$ cat src/rtl/vmicro16_defs.svh
/* vmicro16 build parameters
   word width, register count, memory depths and the scratch address window */
`ifndef VMICRO16_DEFS_SVH
`define VMICRO16_DEFS_SVH

// data and instruction word
`define VM_WORD_WIDTH       16

// general purpose registers
`define VM_REG_COUNT        8

// instruction memory, in words
`define VM_INSTR_DEPTH      64

// scratch memory, in words
`define VM_SCRATCH_DEPTH    64

// scratch window starts at 0; everything above goes out over APB
`define VM_SCRATCH_LAST     'h3F

`endif

$ cat src/rtl/vmicro16_bus_pkg.sv
/* vmicro16 memory and bus traffic
   word, memory address and memory unit state types */
`default_nettype none

`include "vmicro16_defs.svh"

package vmicro16_bus_pkg;

    typedef logic [`VM_WORD_WIDTH-1:0] word_t;

    // instruction and scratch memories share one depth
    typedef logic [$clog2(`VM_INSTR_DEPTH)-1:0] mem_addr_t;

    // one-cycle scratch path and the APB setup and access phases
    typedef enum logic [1:0] {
        MMU_IDLE,
        MMU_SCRATCH,
        MMU_SETUP,
        MMU_ACCESS
    } mmu_state_t;

endpackage

`default_nettype wire

$ cat src/rtl/vmicro16_isa_pkg.sv
/* vmicro16 instruction set
   opcode, function selector, ALU operation and register index types */
`default_nettype none

`include "vmicro16_defs.svh"

package vmicro16_isa_pkg;

    // bits 15..11 of every instruction
    typedef enum logic [4:0] {
        OP_NOP     = 5'h00,
        OP_MOV     = 5'h01,
        OP_MOVI    = 5'h02,
        OP_LW      = 5'h03,
        OP_SW      = 5'h04,
        OP_BIT     = 5'h05,
        OP_ARITH_U = 5'h06,
        OP_HALT    = 5'h1F
    } opcode_t;

    // simm5 field of a BIT instruction
    typedef enum logic [4:0] {
        BIT_OR    = 5'h00,
        BIT_XOR   = 5'h01,
        BIT_AND   = 5'h02,
        BIT_NOT   = 5'h03,
        BIT_LSHFT = 5'h04,
        BIT_RSHFT = 5'h05
    } bit_func_t;

    // simm5 field of an ARITH_U instruction
    typedef enum logic [4:0] {
        ARITH_ADD = 5'h00,
        ARITH_SUB = 5'h01
    } arith_func_t;

    // internal ALU operations may be renumbered freely
    typedef enum logic [4:0] {
        ALU_NOP,
        ALU_MOV,
        ALU_MOVI,
        ALU_LW,
        ALU_SW,
        ALU_OR,
        ALU_XOR,
        ALU_AND,
        ALU_NOT,
        ALU_LSHFT,
        ALU_RSHFT,
        ALU_ADD,
        ALU_SUB,
        ALU_BAD
    } alu_op_t;

    typedef logic [$clog2(`VM_REG_COUNT)-1:0] reg_sel_t;

endpackage

`default_nettype wire

$ cat src/rtl/vmicro16_alu.sv
/* vmicro16 ALU
   combinational bitwise, shift, unsigned add/sub and pass-through operations */
`timescale 1ns/1ps
`default_nettype none

module vmicro16_alu
    import vmicro16_bus_pkg::*,
           vmicro16_isa_pkg::*;
(
    input  wire alu_op_t op,
    // rd value
    input  wire word_t   a,
    // ra value or immediate
    input  wire word_t   b,
    output word_t        c
);

    always_comb begin
        case (op)
            // moves and load/store base just forward b
            ALU_MOV,
            ALU_MOVI,
            ALU_LW,
            ALU_SW:    c = b;

            ALU_OR:    c = a | b;
            ALU_XOR:   c = a ^ b;
            ALU_AND:   c = a & b;
            ALU_NOT:   c = ~b;
            ALU_LSHFT: c = a << b;
            ALU_RSHFT: c = a >> b;

            // wraps modulo 2^16
            ALU_ADD:   c = a + b;
            ALU_SUB:   c = a - b;

            // nop, bad
            default:   c = '0;
        endcase
    end

endmodule

`default_nettype wire

$ cat src/rtl/vmicro16_bram.sv
/* vmicro16 block RAM
   synchronous single-port memory, a write takes the port for that cycle */
`timescale 1ns/1ps
`default_nettype none

module vmicro16_bram
    import vmicro16_bus_pkg::*;
#(
    parameter int DEPTH = 64
) (
    input  wire logic      clk,
    input  wire mem_addr_t addr,
    input  wire word_t     wdata,
    input  wire logic      we,
    output word_t          rdata
);

    word_t mem [DEPTH];

    // write has priority, rdata holds its last value meanwhile
    always_ff @(posedge clk) begin
        if (we) begin
            mem[addr] <= wdata;
        end else begin
            rdata <= mem[addr];
        end
    end

endmodule

`default_nettype wire

$ cat src/rtl/vmicro16_core.sv
/* vmicro16 core top level
   multicycle fetch/execute FSM with program-load port and APB master */
`timescale 1ns/1ps
`default_nettype none

`include "vmicro16_defs.svh"

module vmicro16_core
    import vmicro16_bus_pkg::*,
           vmicro16_isa_pkg::*;
(
    input  wire logic      clk,
    input  wire logic      reset,
    input  wire logic      run,
    input  wire logic      prog_we,
    input  wire mem_addr_t prog_addr,
    input  wire word_t     prog_data,
    output logic           halted,
    output word_t          paddr,
    output logic           pwrite,
    output logic           psel,
    output logic           penable,
    output word_t          pwdata,
    input  wire word_t     prdata,
    input  wire logic      pready
);

    typedef enum logic [2:0] {
        S_IDLE, S_FETCH, S_R1, S_R2, S_ME, S_WB, S_HALTED
    } core_state_t;

    core_state_t state_q;
    mem_addr_t   pc_q;
    word_t       instr_q;
    word_t       instr_rdata;
    word_t       rd_val_q;
    word_t       load_q;
    word_t       mem_addr_q;
    logic        mem_req_q;
    logic        mem_done;
    word_t       mem_rdata;

    reg_sel_t    rd;
    reg_sel_t    ra;
    logic [7:0]  imm8;
    logic [4:0]  simm5;
    alu_op_t     alu_op;
    logic        has_imm8;
    logic        has_we;
    logic        has_mem;
    logic        has_mem_we;
    logic        halt;

    word_t       rd1;
    word_t       rd2;
    word_t       opb;
    word_t       alu_c;
    logic        reg_we;
    logic        load_port;

    always_ff @(posedge clk) begin
        if (reset) begin
            state_q   <= S_IDLE;
            pc_q      <= '0;
            mem_req_q <= 1'b0;
        end else begin
            mem_req_q <= 1'b0;
            case (state_q)
                // never start while a program word is still landing
                S_IDLE:   if (run && !prog_we) state_q <= S_FETCH;
                S_FETCH: begin
                    pc_q    <= pc_q + 1'b1;
                    state_q <= S_R1;
                end
                S_R1:     state_q <= S_R2;
                S_R2: begin
                    if (halt) begin
                        state_q <= S_HALTED;
                    end else if (has_mem) begin
                        mem_req_q <= 1'b1;
                        state_q   <= S_ME;
                    end else begin
                        state_q <= S_FETCH;
                    end
                end
                S_ME:     if (mem_done) state_q <= S_WB;
                S_WB:     state_q <= S_FETCH;
                S_HALTED: state_q <= S_HALTED;
                default:  state_q <= S_IDLE;
            endcase
        end
    end

    // instruction and operand latches
    always_ff @(posedge clk) begin
        if (state_q == S_FETCH) instr_q <= instr_rdata;
        if (state_q == S_R1) rd_val_q <= rd1;
        if (state_q == S_R2) mem_addr_q <= alu_c + word_t'(simm5);
        if (state_q == S_ME && mem_done) load_q <= mem_rdata;
    end

    assign load_port = (state_q == S_IDLE) && prog_we;
    assign opb       = has_imm8 ? word_t'(imm8) : rd2;
    assign halted    = (state_q == S_HALTED);

    // ALU results retire in R2, loads in WB
    assign reg_we = has_we && (((state_q == S_R2) && !has_mem) || (state_q == S_WB));

    vmicro16_bram #(
        .DEPTH (`VM_INSTR_DEPTH)
    ) instr_mem (
        .clk   (clk),
        .addr  (load_port ? prog_addr : pc_q),
        .wdata (prog_data),
        .we    (load_port),
        .rdata (instr_rdata)
    );

    vmicro16_dec dec (
        .instr      (instr_q),
        .opcode     (),
        .rd         (rd),
        .ra         (ra),
        .imm8       (imm8),
        .simm5      (simm5),
        .alu_op     (alu_op),
        .has_imm8   (has_imm8),
        .has_we     (has_we),
        .has_mem    (has_mem),
        .has_mem_we (has_mem_we),
        .halt       (halt)
    );

    vmicro16_regs regs (
        .clk   (clk),
        .reset (reset),
        .rs1   (rd),
        .rs2   (ra),
        .rd1   (rd1),
        .rd2   (rd2),
        .we    (reg_we),
        .ws    (rd),
        .wd    ((state_q == S_WB) ? load_q : alu_c)
    );

    vmicro16_alu alu (
        .op (alu_op),
        .a  (rd_val_q),
        .b  (opb),
        .c  (alu_c)
    );

    vmicro16_mmu mmu (
        .clk     (clk),
        .reset   (reset),
        .req     (mem_req_q),
        .addr    (mem_addr_q),
        .wdata   (rd_val_q),
        .we      (has_mem_we),
        .done    (mem_done),
        .rdata   (mem_rdata),
        .paddr   (paddr),
        .pwrite  (pwrite),
        .psel    (psel),
        .penable (penable),
        .pwdata  (pwdata),
        .prdata  (prdata),
        .pready  (pready)
    );

    a_state_legal: assert property (@(posedge clk) disable iff (reset)
        state_q inside {S_IDLE, S_FETCH, S_R1, S_R2, S_ME, S_WB, S_HALTED});

endmodule

`default_nettype wire

$ cat src/rtl/vmicro16_dec.sv
/* vmicro16 instruction decoder
   splits out the fields and derives the ALU operation and control flags */
`timescale 1ns/1ps
`default_nettype none

module vmicro16_dec
    import vmicro16_bus_pkg::*,
           vmicro16_isa_pkg::*;
(
    input  wire word_t instr,
    output opcode_t    opcode,
    output reg_sel_t   rd,
    output reg_sel_t   ra,
    output logic [7:0] imm8,
    output logic [4:0] simm5,
    output alu_op_t    alu_op,
    output logic       has_imm8,
    output logic       has_we,
    output logic       has_mem,
    output logic       has_mem_we,
    output logic       halt
);

    assign opcode = opcode_t'(instr[15:11]);
    assign rd     = instr[10:8];
    assign ra     = instr[7:5];
    assign imm8   = instr[7:0];
    assign simm5  = instr[4:0];

    assign halt   = (opcode == OP_HALT);

    always_comb begin
        alu_op = ALU_BAD;
        case (opcode)
            OP_NOP, OP_HALT: alu_op = ALU_NOP;
            OP_MOV:          alu_op = ALU_MOV;
            OP_MOVI:         alu_op = ALU_MOVI;
            OP_LW:           alu_op = ALU_LW;
            OP_SW:           alu_op = ALU_SW;
            // function selector sits in simm5
            OP_BIT: begin
                case (bit_func_t'(simm5))
                    BIT_OR:    alu_op = ALU_OR;
                    BIT_XOR:   alu_op = ALU_XOR;
                    BIT_AND:   alu_op = ALU_AND;
                    BIT_NOT:   alu_op = ALU_NOT;
                    BIT_LSHFT: alu_op = ALU_LSHFT;
                    BIT_RSHFT: alu_op = ALU_RSHFT;
                    default:   alu_op = ALU_BAD;
                endcase
            end
            OP_ARITH_U: begin
                case (arith_func_t'(simm5))
                    ARITH_ADD: alu_op = ALU_ADD;
                    ARITH_SUB: alu_op = ALU_SUB;
                    default:   alu_op = ALU_BAD;
                endcase
            end
            default:         alu_op = ALU_BAD;
        endcase
    end

    // a bad selector must not clobber rd
    always_comb begin
        case (opcode)
            OP_MOV, OP_MOVI, OP_LW, OP_BIT, OP_ARITH_U: has_we = (alu_op != ALU_BAD);
            default:                                   has_we = 1'b0;
        endcase
    end

    assign has_imm8   = (opcode == OP_MOVI);
    assign has_mem    = (opcode == OP_LW) || (opcode == OP_SW);
    assign has_mem_we = (opcode == OP_SW);

endmodule

`default_nettype wire

$ cat src/rtl/vmicro16_mmu.sv
/* vmicro16 memory unit
   sends low addresses to the scratch RAM and the rest to the APB master */
`timescale 1ns/1ps
`default_nettype none

`include "vmicro16_defs.svh"

module vmicro16_mmu
    import vmicro16_bus_pkg::*;
(
    input  wire logic  clk,
    input  wire logic  reset,
    input  wire logic  req,
    input  wire word_t addr,
    input  wire word_t wdata,
    input  wire logic  we,
    output logic       done,
    output word_t      rdata,
    output word_t      paddr,
    output logic       pwrite,
    output logic       psel,
    output logic       penable,
    output word_t      pwdata,
    input  wire word_t prdata,
    input  wire logic  pready
);

    mmu_state_t state_q;
    logic       in_scratch;
    logic       apb_done_q;
    word_t      apb_rdata_q;
    word_t      scratch_rdata;

    assign in_scratch = (addr <= word_t'(`VM_SCRATCH_LAST));

    always_ff @(posedge clk) begin
        if (reset) begin
            state_q    <= MMU_IDLE;
            psel       <= 1'b0;
            penable    <= 1'b0;
            apb_done_q <= 1'b0;
        end else begin
            apb_done_q <= 1'b0;
            case (state_q)
                MMU_IDLE: begin
                    if (req && in_scratch) begin
                        state_q <= MMU_SCRATCH;
                    end else if (req) begin
                        psel    <= 1'b1;
                        state_q <= MMU_SETUP;
                    end
                end
                // bram answers one cycle after req
                MMU_SCRATCH: state_q <= MMU_IDLE;
                MMU_SETUP: begin
                    penable <= 1'b1;
                    state_q <= MMU_ACCESS;
                end
                MMU_ACCESS: begin
                    // slave back-pressure holds us here
                    if (pready) begin
                        psel       <= 1'b0;
                        penable    <= 1'b0;
                        apb_done_q <= 1'b1;
                        state_q    <= MMU_IDLE;
                    end
                end
                default: state_q <= MMU_IDLE;
            endcase
        end
    end

    // APB payload held stable for the whole transfer
    always_ff @(posedge clk) begin
        if (state_q == MMU_IDLE && req && !in_scratch) begin
            paddr  <= addr;
            pwrite <= we;
            pwdata <= wdata;
        end
        if (state_q == MMU_ACCESS && pready) begin
            apb_rdata_q <= prdata;
        end
    end

    assign done  = (state_q == MMU_SCRATCH) || apb_done_q;
    assign rdata = (state_q == MMU_SCRATCH) ? scratch_rdata : apb_rdata_q;

    vmicro16_bram #(
        .DEPTH (`VM_SCRATCH_DEPTH)
    ) scratch_mem (
        .clk   (clk),
        .addr  (mem_addr_t'(addr)),
        .wdata (wdata),
        .we    (req && in_scratch && we && state_q == MMU_IDLE),
        .rdata (scratch_rdata)
    );

    a_penable_needs_psel: assert property (@(posedge clk) disable iff (reset)
        penable |-> psel);

    // core keeps one access in flight
    a_req_only_idle: assert property (@(posedge clk) disable iff (reset)
        req |-> state_q == MMU_IDLE);

endmodule

`default_nettype wire

$ cat src/rtl/vmicro16_regs.sv
/* vmicro16 register file
   two combinational read ports, one synchronous write port */
`timescale 1ns/1ps
`default_nettype none

`include "vmicro16_defs.svh"

module vmicro16_regs
    import vmicro16_bus_pkg::*,
           vmicro16_isa_pkg::*;
(
    input  wire logic     clk,
    input  wire logic     reset,
    input  wire reg_sel_t rs1,
    input  wire reg_sel_t rs2,
    output word_t         rd1,
    output word_t         rd2,
    input  wire logic     we,
    input  wire reg_sel_t ws,
    input  wire word_t    wd
);

    word_t regs [`VM_REG_COUNT];

    // each register comes out of reset holding its own index
    always_ff @(posedge clk) begin
        if (reset) begin
            for (int i = 0; i < `VM_REG_COUNT; i++) begin
                regs[i] <= word_t'(i);
            end
        end else if (we) begin
            regs[ws] <= wd;
        end
    end

    assign rd1 = regs[rs1];
    assign rd2 = regs[rs2];

endmodule

`default_nettype wire

$ cat config.mk
export PLATFORM = sky130hd
export DESIGN_NAME = vmicro16_core
export DESIGN_NICKNAME = d
export VERILOG_FILES = /design/src/rtl/vmicro16_bus_pkg.sv /design/src/rtl/vmicro16_isa_pkg.sv /design/src/rtl/vmicro16_alu.sv /design/src/rtl/vmicro16_bram.sv /design/src/rtl/vmicro16_core.sv /design/src/rtl/vmicro16_dec.sv /design/src/rtl/vmicro16_mmu.sv /design/src/rtl/vmicro16_regs.sv
export VERILOG_INCLUDE_DIRS = /design/src /design/src/rtl
export SDC_FILE = /design/constraint.sdc
export NUM_CORES = 2
export LEC_CHECK = 0
export BUFFER_PORTS_ARGS = -buffer_cell sky130_fd_sc_hd__buf_4
export CELL_PAD_IN_SITES_DETAIL_PLACEMENT = 1
export CELL_PAD_IN_SITES_GLOBAL_PLACEMENT = 2
export CORE_AREA = 3 3 570 572
export CTS_BUF_LIST = sky130_fd_sc_hd__clkbuf_8
export DETAILED_ROUTE_END_ITERATION = 8
export DIE_AREA = 0 0 573 575
export PLACE_DENSITY_LB_ADDON = 0.1
export SYNTH_ARGS = -nofsm -noshare
export SYNTH_HDL_FRONTEND = slang
export SYNTH_HIERARCHICAL = 1
export SYNTH_SLANG_ARGS = --single-unit
$ cat constraint.sdc
create_clock -name clk -period 13.9 [get_ports clk]
set_input_delay 1.39 -clock clk [delete_from_list [all_inputs] [get_ports clk]]
set_output_delay 1.39 -clock clk [all_outputs]
set_load 0.01 [all_outputs]
* After elaboration in Yosys (flattened, before gate mapping)
Memory sizes are Yosys's and may differ from the RTL's. A register that Yosys moved wholly into a read port is not among the register bits.
Index checks and enable logic that the tools add are counted.
** Storage, ports and cells
- Flip-flop bits (word level) :: 112
- Bits in writable memories :: 2176
- Input port bits :: 43
- Output and inout bits :: 36
- Logic and storage cells :: 143
- Memories kept :: 3
** Memories
- instr_mem.mem :: words 64, bits a word 16, read ports 1, clocked after Yosys merged registers in 1, wr ports 1, line vmicro16_bram.sv:18 : word_t mem [DEPTH];
- mmu.scratch_mem.mem :: words 64, bits a word 16, read ports 1, clocked after Yosys merged registers in 1, wr ports 1, line vmicro16_bram.sv:18
- regs.regs :: words 8, bits a word 16, read ports 2, clocked after Yosys merged registers in 2, wr ports 8, line vmicro16_regs.sv:23 : word_t regs [`VM_REG_COUNT];
** Cells by class
- Add/subtract/negate cells :: 4
- Order comparisons :: 1
- Equality and inequality tests :: 40
- Shift operators :: 2
- Multiplexer cells :: 38
- Bitwise operators :: 6
- Reductions and logical operators :: 35
** Operator list (count)
- 16-bit one-hot mux with 9 select lines :: 1
- 16-bit two-way mux :: 4
- 5-bit by 3-bit == test with 1-bit output, second input constant :: 9
- 5-bit one-hot mux with 7 select lines :: 1
- 5-bit by 2-bit == test with 1-bit output, second input constant :: 6
- 5-bit by 4-bit == test with 1-bit output, second input constant :: 5
- 4-bit one-hot mux with 6 select lines :: 1
- 3-bit one-hot mux with 7 select lines :: 1
- 3-bit two-way mux :: 6
- 16-bit adder :: 1
- 16-bit by 5-bit adder with 16-bit output :: 1
- 16-bit AND :: 1
- 16-bit by 6-bit less-or-equal comparator with 1-bit output, second input constant :: 1
- 1-bit two-way mux :: 16
- 16-bit inverter :: 1
- 16-bit bitwise OR :: 1
- 16-bit OR reduction :: 1
- 16-bit by 16-bit left shift with 16-bit output :: 1
- 16-bit by 16-bit >> shifter with 16-bit output :: 1
- 16-bit subtractor :: 1
- 16-bit XOR :: 1
- 5-bit by 1-bit == test with 1-bit output, second input constant :: 3
- 1-bit logical AND :: 11
- 5-bit zero test :: 2
- 27 further kinds :: 49

* Longest topological paths before layout
- Depth after elaboration :: 11
- Mapped depth :: 25
- Depth with buffers taken out :: 22

* Hierarchy
The synthesis kept the hierarchy.
** By module, submodules not included
- vmicro16_bram :: times used 2, cells each 2289, area an instance 39874.5 µm², sequential area each 31230.0 µm²
- vmicro16_regs :: times used 1, cells each 429, area an instance 6956.7 µm², sequential area each 3843.7 µm²
- vmicro16_alu :: times used 1, cells each 507, area an instance 3585.9 µm², sequential area each 0.0 µm²
- vmicro16_core :: times used 1, cells each 220, area an instance 3266.9 µm², sequential area each 2122.0 µm²
- vmicro16_mmu :: times used 1, cells each 98, area an instance 1969.4 µm², sequential area each 1571.5 µm²
- vmicro16_dec :: times used 1, cells each 72, area an instance 510.5 µm², sequential area each 0.0 µm²

* Worst setup path after synthesis
Ideal clock, no wire load.
- Path type :: register -> register
- From :: reg instr_q[5]
- To :: reg mem_addr_q[11], data pin
- Library setup time :: 269 ps
- Arrival time :: 4966 ps
- Data required time :: 13631 ps
- Path slack :: 8665 ps
- Stages on the path, launching flop included :: 25
- Buffers on the path :: 5
- Period minus slack after synthesis :: 5235 ps
- Cells stage by stage :: edfxtp_1 -> buf_4 -> buf_6 -> buf_6 -> mux4_2 -> mux2_2 -> mux2_2 -> buf_2 -> inv_1 -> buf_1 -> ha_1 -> nor2_1 -> xnor2_1 -> ha_1 -> a21o_1 -> a21oi_1 -> xor2_1 -> o21ai_0 -> a211oi_1 -> o221ai_1 -> ha_1 -> nand3_1 -> o2111ai_2 -> nand4_1 -> xnor2_1
** On the way
- Longest elaborated chain between the ends :: 4
- Elaborated cells between the ends (all ways) :: 11
- Classes of those cells :: 3 x add/sub; 2 x shift; 2 x mux; 4 x bitwise
** RTL lines
- start, declared :: line vmicro16_core.sv:34 : word_t instr_q;
- start signal, assigned :: line vmicro16_core.sv:96 : if (state_q == S_FETCH) instr_q <= instr_rdata;
- 16-bit two-way mux (*) :: line vmicro16_core.sv:103 : assign opb = has_imm8 ? word_t'(imm8) : rd2;
- 16-bit by 16-bit >> shifter with 16-bit output / 16-bit by 16-bit left shift with 16-bit output (equally long branches) :: line vmicro16_alu.sv:31, vmicro16_alu.sv:30
- 16-bit one-hot mux with 9 select lines (*) :: line vmicro16_alu.sv:19 : case (op)
- net alu_c[4] :: line vmicro16_core.sv:57 : word_t alu_c;
- 16-bit by 5-bit adder with 16-bit output (*) :: line vmicro16_core.sv:98 : if (state_q == S_R2) mem_addr_q <= alu_c + word_t'(simm5);
- end signal, assigned :: line vmicro16_core.sv:98
- end, declared :: line vmicro16_core.sv:38 : word_t mem_addr_q;
Mark *: on every way through the listed nets, which the timed path passes. The rest lies on a longest branch.
A chain may end at the register's enable or synchronous reset.

==> metrics <==
Clock Path Buffers=4; post-CTS setup buffer count=0; M1 WL=171000 µm; MaxCap Viol Count=0; fin cells=10.8k; Clk pin slew, worst setup/hold paths=approximately 0.060 ns; routed vias/inst=5.46; Clock Latency Late Sink=1.09 ns; # clock sinks=approximately 2.3k; Post-Syn Area=between 90000 and 100000 µm²; io pins=79; Top Metal Used=met5; status=completed; total negative slack=0 ns; Antenna Nets Post-Route=0; DR pass1 iterations=5; Vias=around 60k; H-tree levels=5; share of cells above drive strength 1=between 10% and 20%; Min-Delay Path Depth=2; Initial DRC Count=5917; first-pass GRT wire length=~520000 µm; IO Port Bufs=between 70 and 80; Slew headroom=between 6 and 7%; Final Hold Fails=0; post_cts resized=0; Die W=approximately 570 µm; fin crit share=roughly 48%; Final setup viols=0; wire length on met3=18900 µm; maximum VDD drop=85.4 µV; Mapped Nets=5998; final worst slack=7.18 ns; YS warnings=6; final slew viol count=0; Crit path required time=~15 ns; Die Ht=approximately 580 µm; total power=about 16 mW; Die Area=between 300000 and 400000 µm²; setup slack at placement=7.19 ns; Root Buffer=clkbuf_8; Cells after Synth=roughly 6k; Hold Path Class=reg2reg; GRT Overall Usage=about 22%; crit path launch type=flop; RSZ-0062 raised after global routing=no; CP Capture Type=flop; pwr dens=145 nW/µm²; core area=roughly 320000 µm²; f_max=between 100 and 150 MHz; Placed Instances=just over 10k; Final Util=between 30% and 40%; site row count=approximately 210; GR Overflow Total=0; Avg Cell Area, Syn=16.3 µm²; drt wl/cell=~35 µm; Leakage=~35 nW; final net count=6277; largest net degree at the start of global routing=97; WL final=approximately 370000 µm; vias in the first global route=slightly above 60k; CTS hold repair buffers=0; initial antenna violation count=33; area growth from synthesis to final layout=13.8%; drc violations=0; Slew @ Worst Pin=~1.4 ns; CTS tree=yes; CP Max Fanout=46; HPWL after DPL=~230000 µm; WL met2=about 180000 µm; Placer Congestion=about 0.82; initial core utilization=approximately 30%; Crit path arrival time=around 7.5 ns; post-route minimum period=about 6.7 ns; total CTS buffers=420; WS Path Type=reg2reg; Clock Skews=0.117 ns; reg2reg path depth=21
## area by class of cell
| class | count | area (µm²) |
|---|---|---|
| Multi-Input combinational cell | 3018 | 23700 |
| Timing Repair Buffer | 330 | 2560 |
| Fill cell | 32800 | 211000 |
| Clock inverter | 315 | 1460 |
| Clock buffer | 426 | 5860 |
| Antenna cell | 8 | 20.0 |
| Inverter | 72 | 273 |
| Tap cell | 4305 | 5390 |
| Sequential cell | 2336 | 70000 |
## sequential cells by signal, summed over array words and instances, names as in the netlist
| name | flops |
|---|---|
| instr_mem/mem | 1024 |
| mmu/scratch_mem/mem | 1024 |
| pc_q | 6 |
| instr_mem/rdata | 16 |
| instr_q | 16 |
| mmu/psel | 1 |
| regs/regs | 128 |
| mmu/pwrite | 1 |
| mmu/state_q | 2 |
| mmu/paddr | 16 |
| mmu/penable | 1 |
| mmu/pwdata | 16 |
| state_q | 3 |
| mem_req_q | 1 |
| mmu/scratch_mem/rdata | 16 |
| load_q | 16 |
| rd_val_q | 16 |
| mmu/apb_rdata_q | 16 |
| mem_addr_q | 16 |
| mmu/apb_done_q | 1 |
## routing by layer
layer / vias up / GRT usage, %
met2: 1788 / 35.7
met3: 435 / 2.96
li1: 24900 / -
met4: 2 / 5.11
met5: - / 0
met1: 31900 / 31.5
## through the flow
| stage | hold WS (ns) | instance area (µm²) |
|---|---|---|
| 6_report | 0.503 | 109000 |
| 5_1_grt | 0.412 | 109000 |
| 4_1_cts | 0.368 | 109000 |
| 3_5_place_dp | 0.500 | 102000 |
| 3_3_place_gp | 0.499 | 102000 |
| 2_1_floorplan | 0.400 | 96000 |
## layout by cell type, fill, tap and decap left out, types with 47 or more instances in the layout
cell type / count
edfxtp_1: 2321
nand2_1: 143
buf_4: 323
clkbuf_8: 426
o22ai_1: 118
mux2_2: 174
ha_1: 54
nand3_1: 51
a21oi_1: 149
nor2_2: 90
nor3_1: 208
mux4_1: 56
nor2_1: 261
o21ai_0: 199
a221oi_1: 351
clkinv_1: 121
mux4_2: 59
mux2i_1: 131
inv_1: 212
o221ai_1: 47
a22oi_1: 356
## final timing paths
kind	from	to	slack [ns]
max	instr_q[5]	regs/regs[5][15]	7.18
min	mmu/penable	mmu/penable	0.50
max reg2reg	instr_q[5]	regs/regs[5][15]	7.18
min reg2reg	mmu/penable	mmu/penable	0.50
## critical path, stage by stage, from the launching register on
cell and delay [ns]:
edfxtp_1 0.33, buf_4 0.52, mux4_1 0.65, mux2_2 0.30, mux2_2 0.27, buf_4 0.30, nor3_1 0.66, nand2_1 0.16
nor3_1 0.32, nor2_1 0.10, xnor2_1 0.17, ha_1 0.38, a21oi_1 0.25, nand2_1 0.09, a21oi_1 0.14, o21ai_0 0.22
a21oi_1 0.35, o32ai_1 0.14, a311o_1 0.45, mux2_2 0.31, clkinv_1 0.16, nor3_1 0.09
## power by group
| group | switching (mW) | internal (mW) |
|---|---|---|
| Clock | 2.96 | 2.89 |
| Sequential | 0.0791 | 7.88 |
| Combinational | 1.45 | 0.557 |
Power figures use the tool's default switching activity.
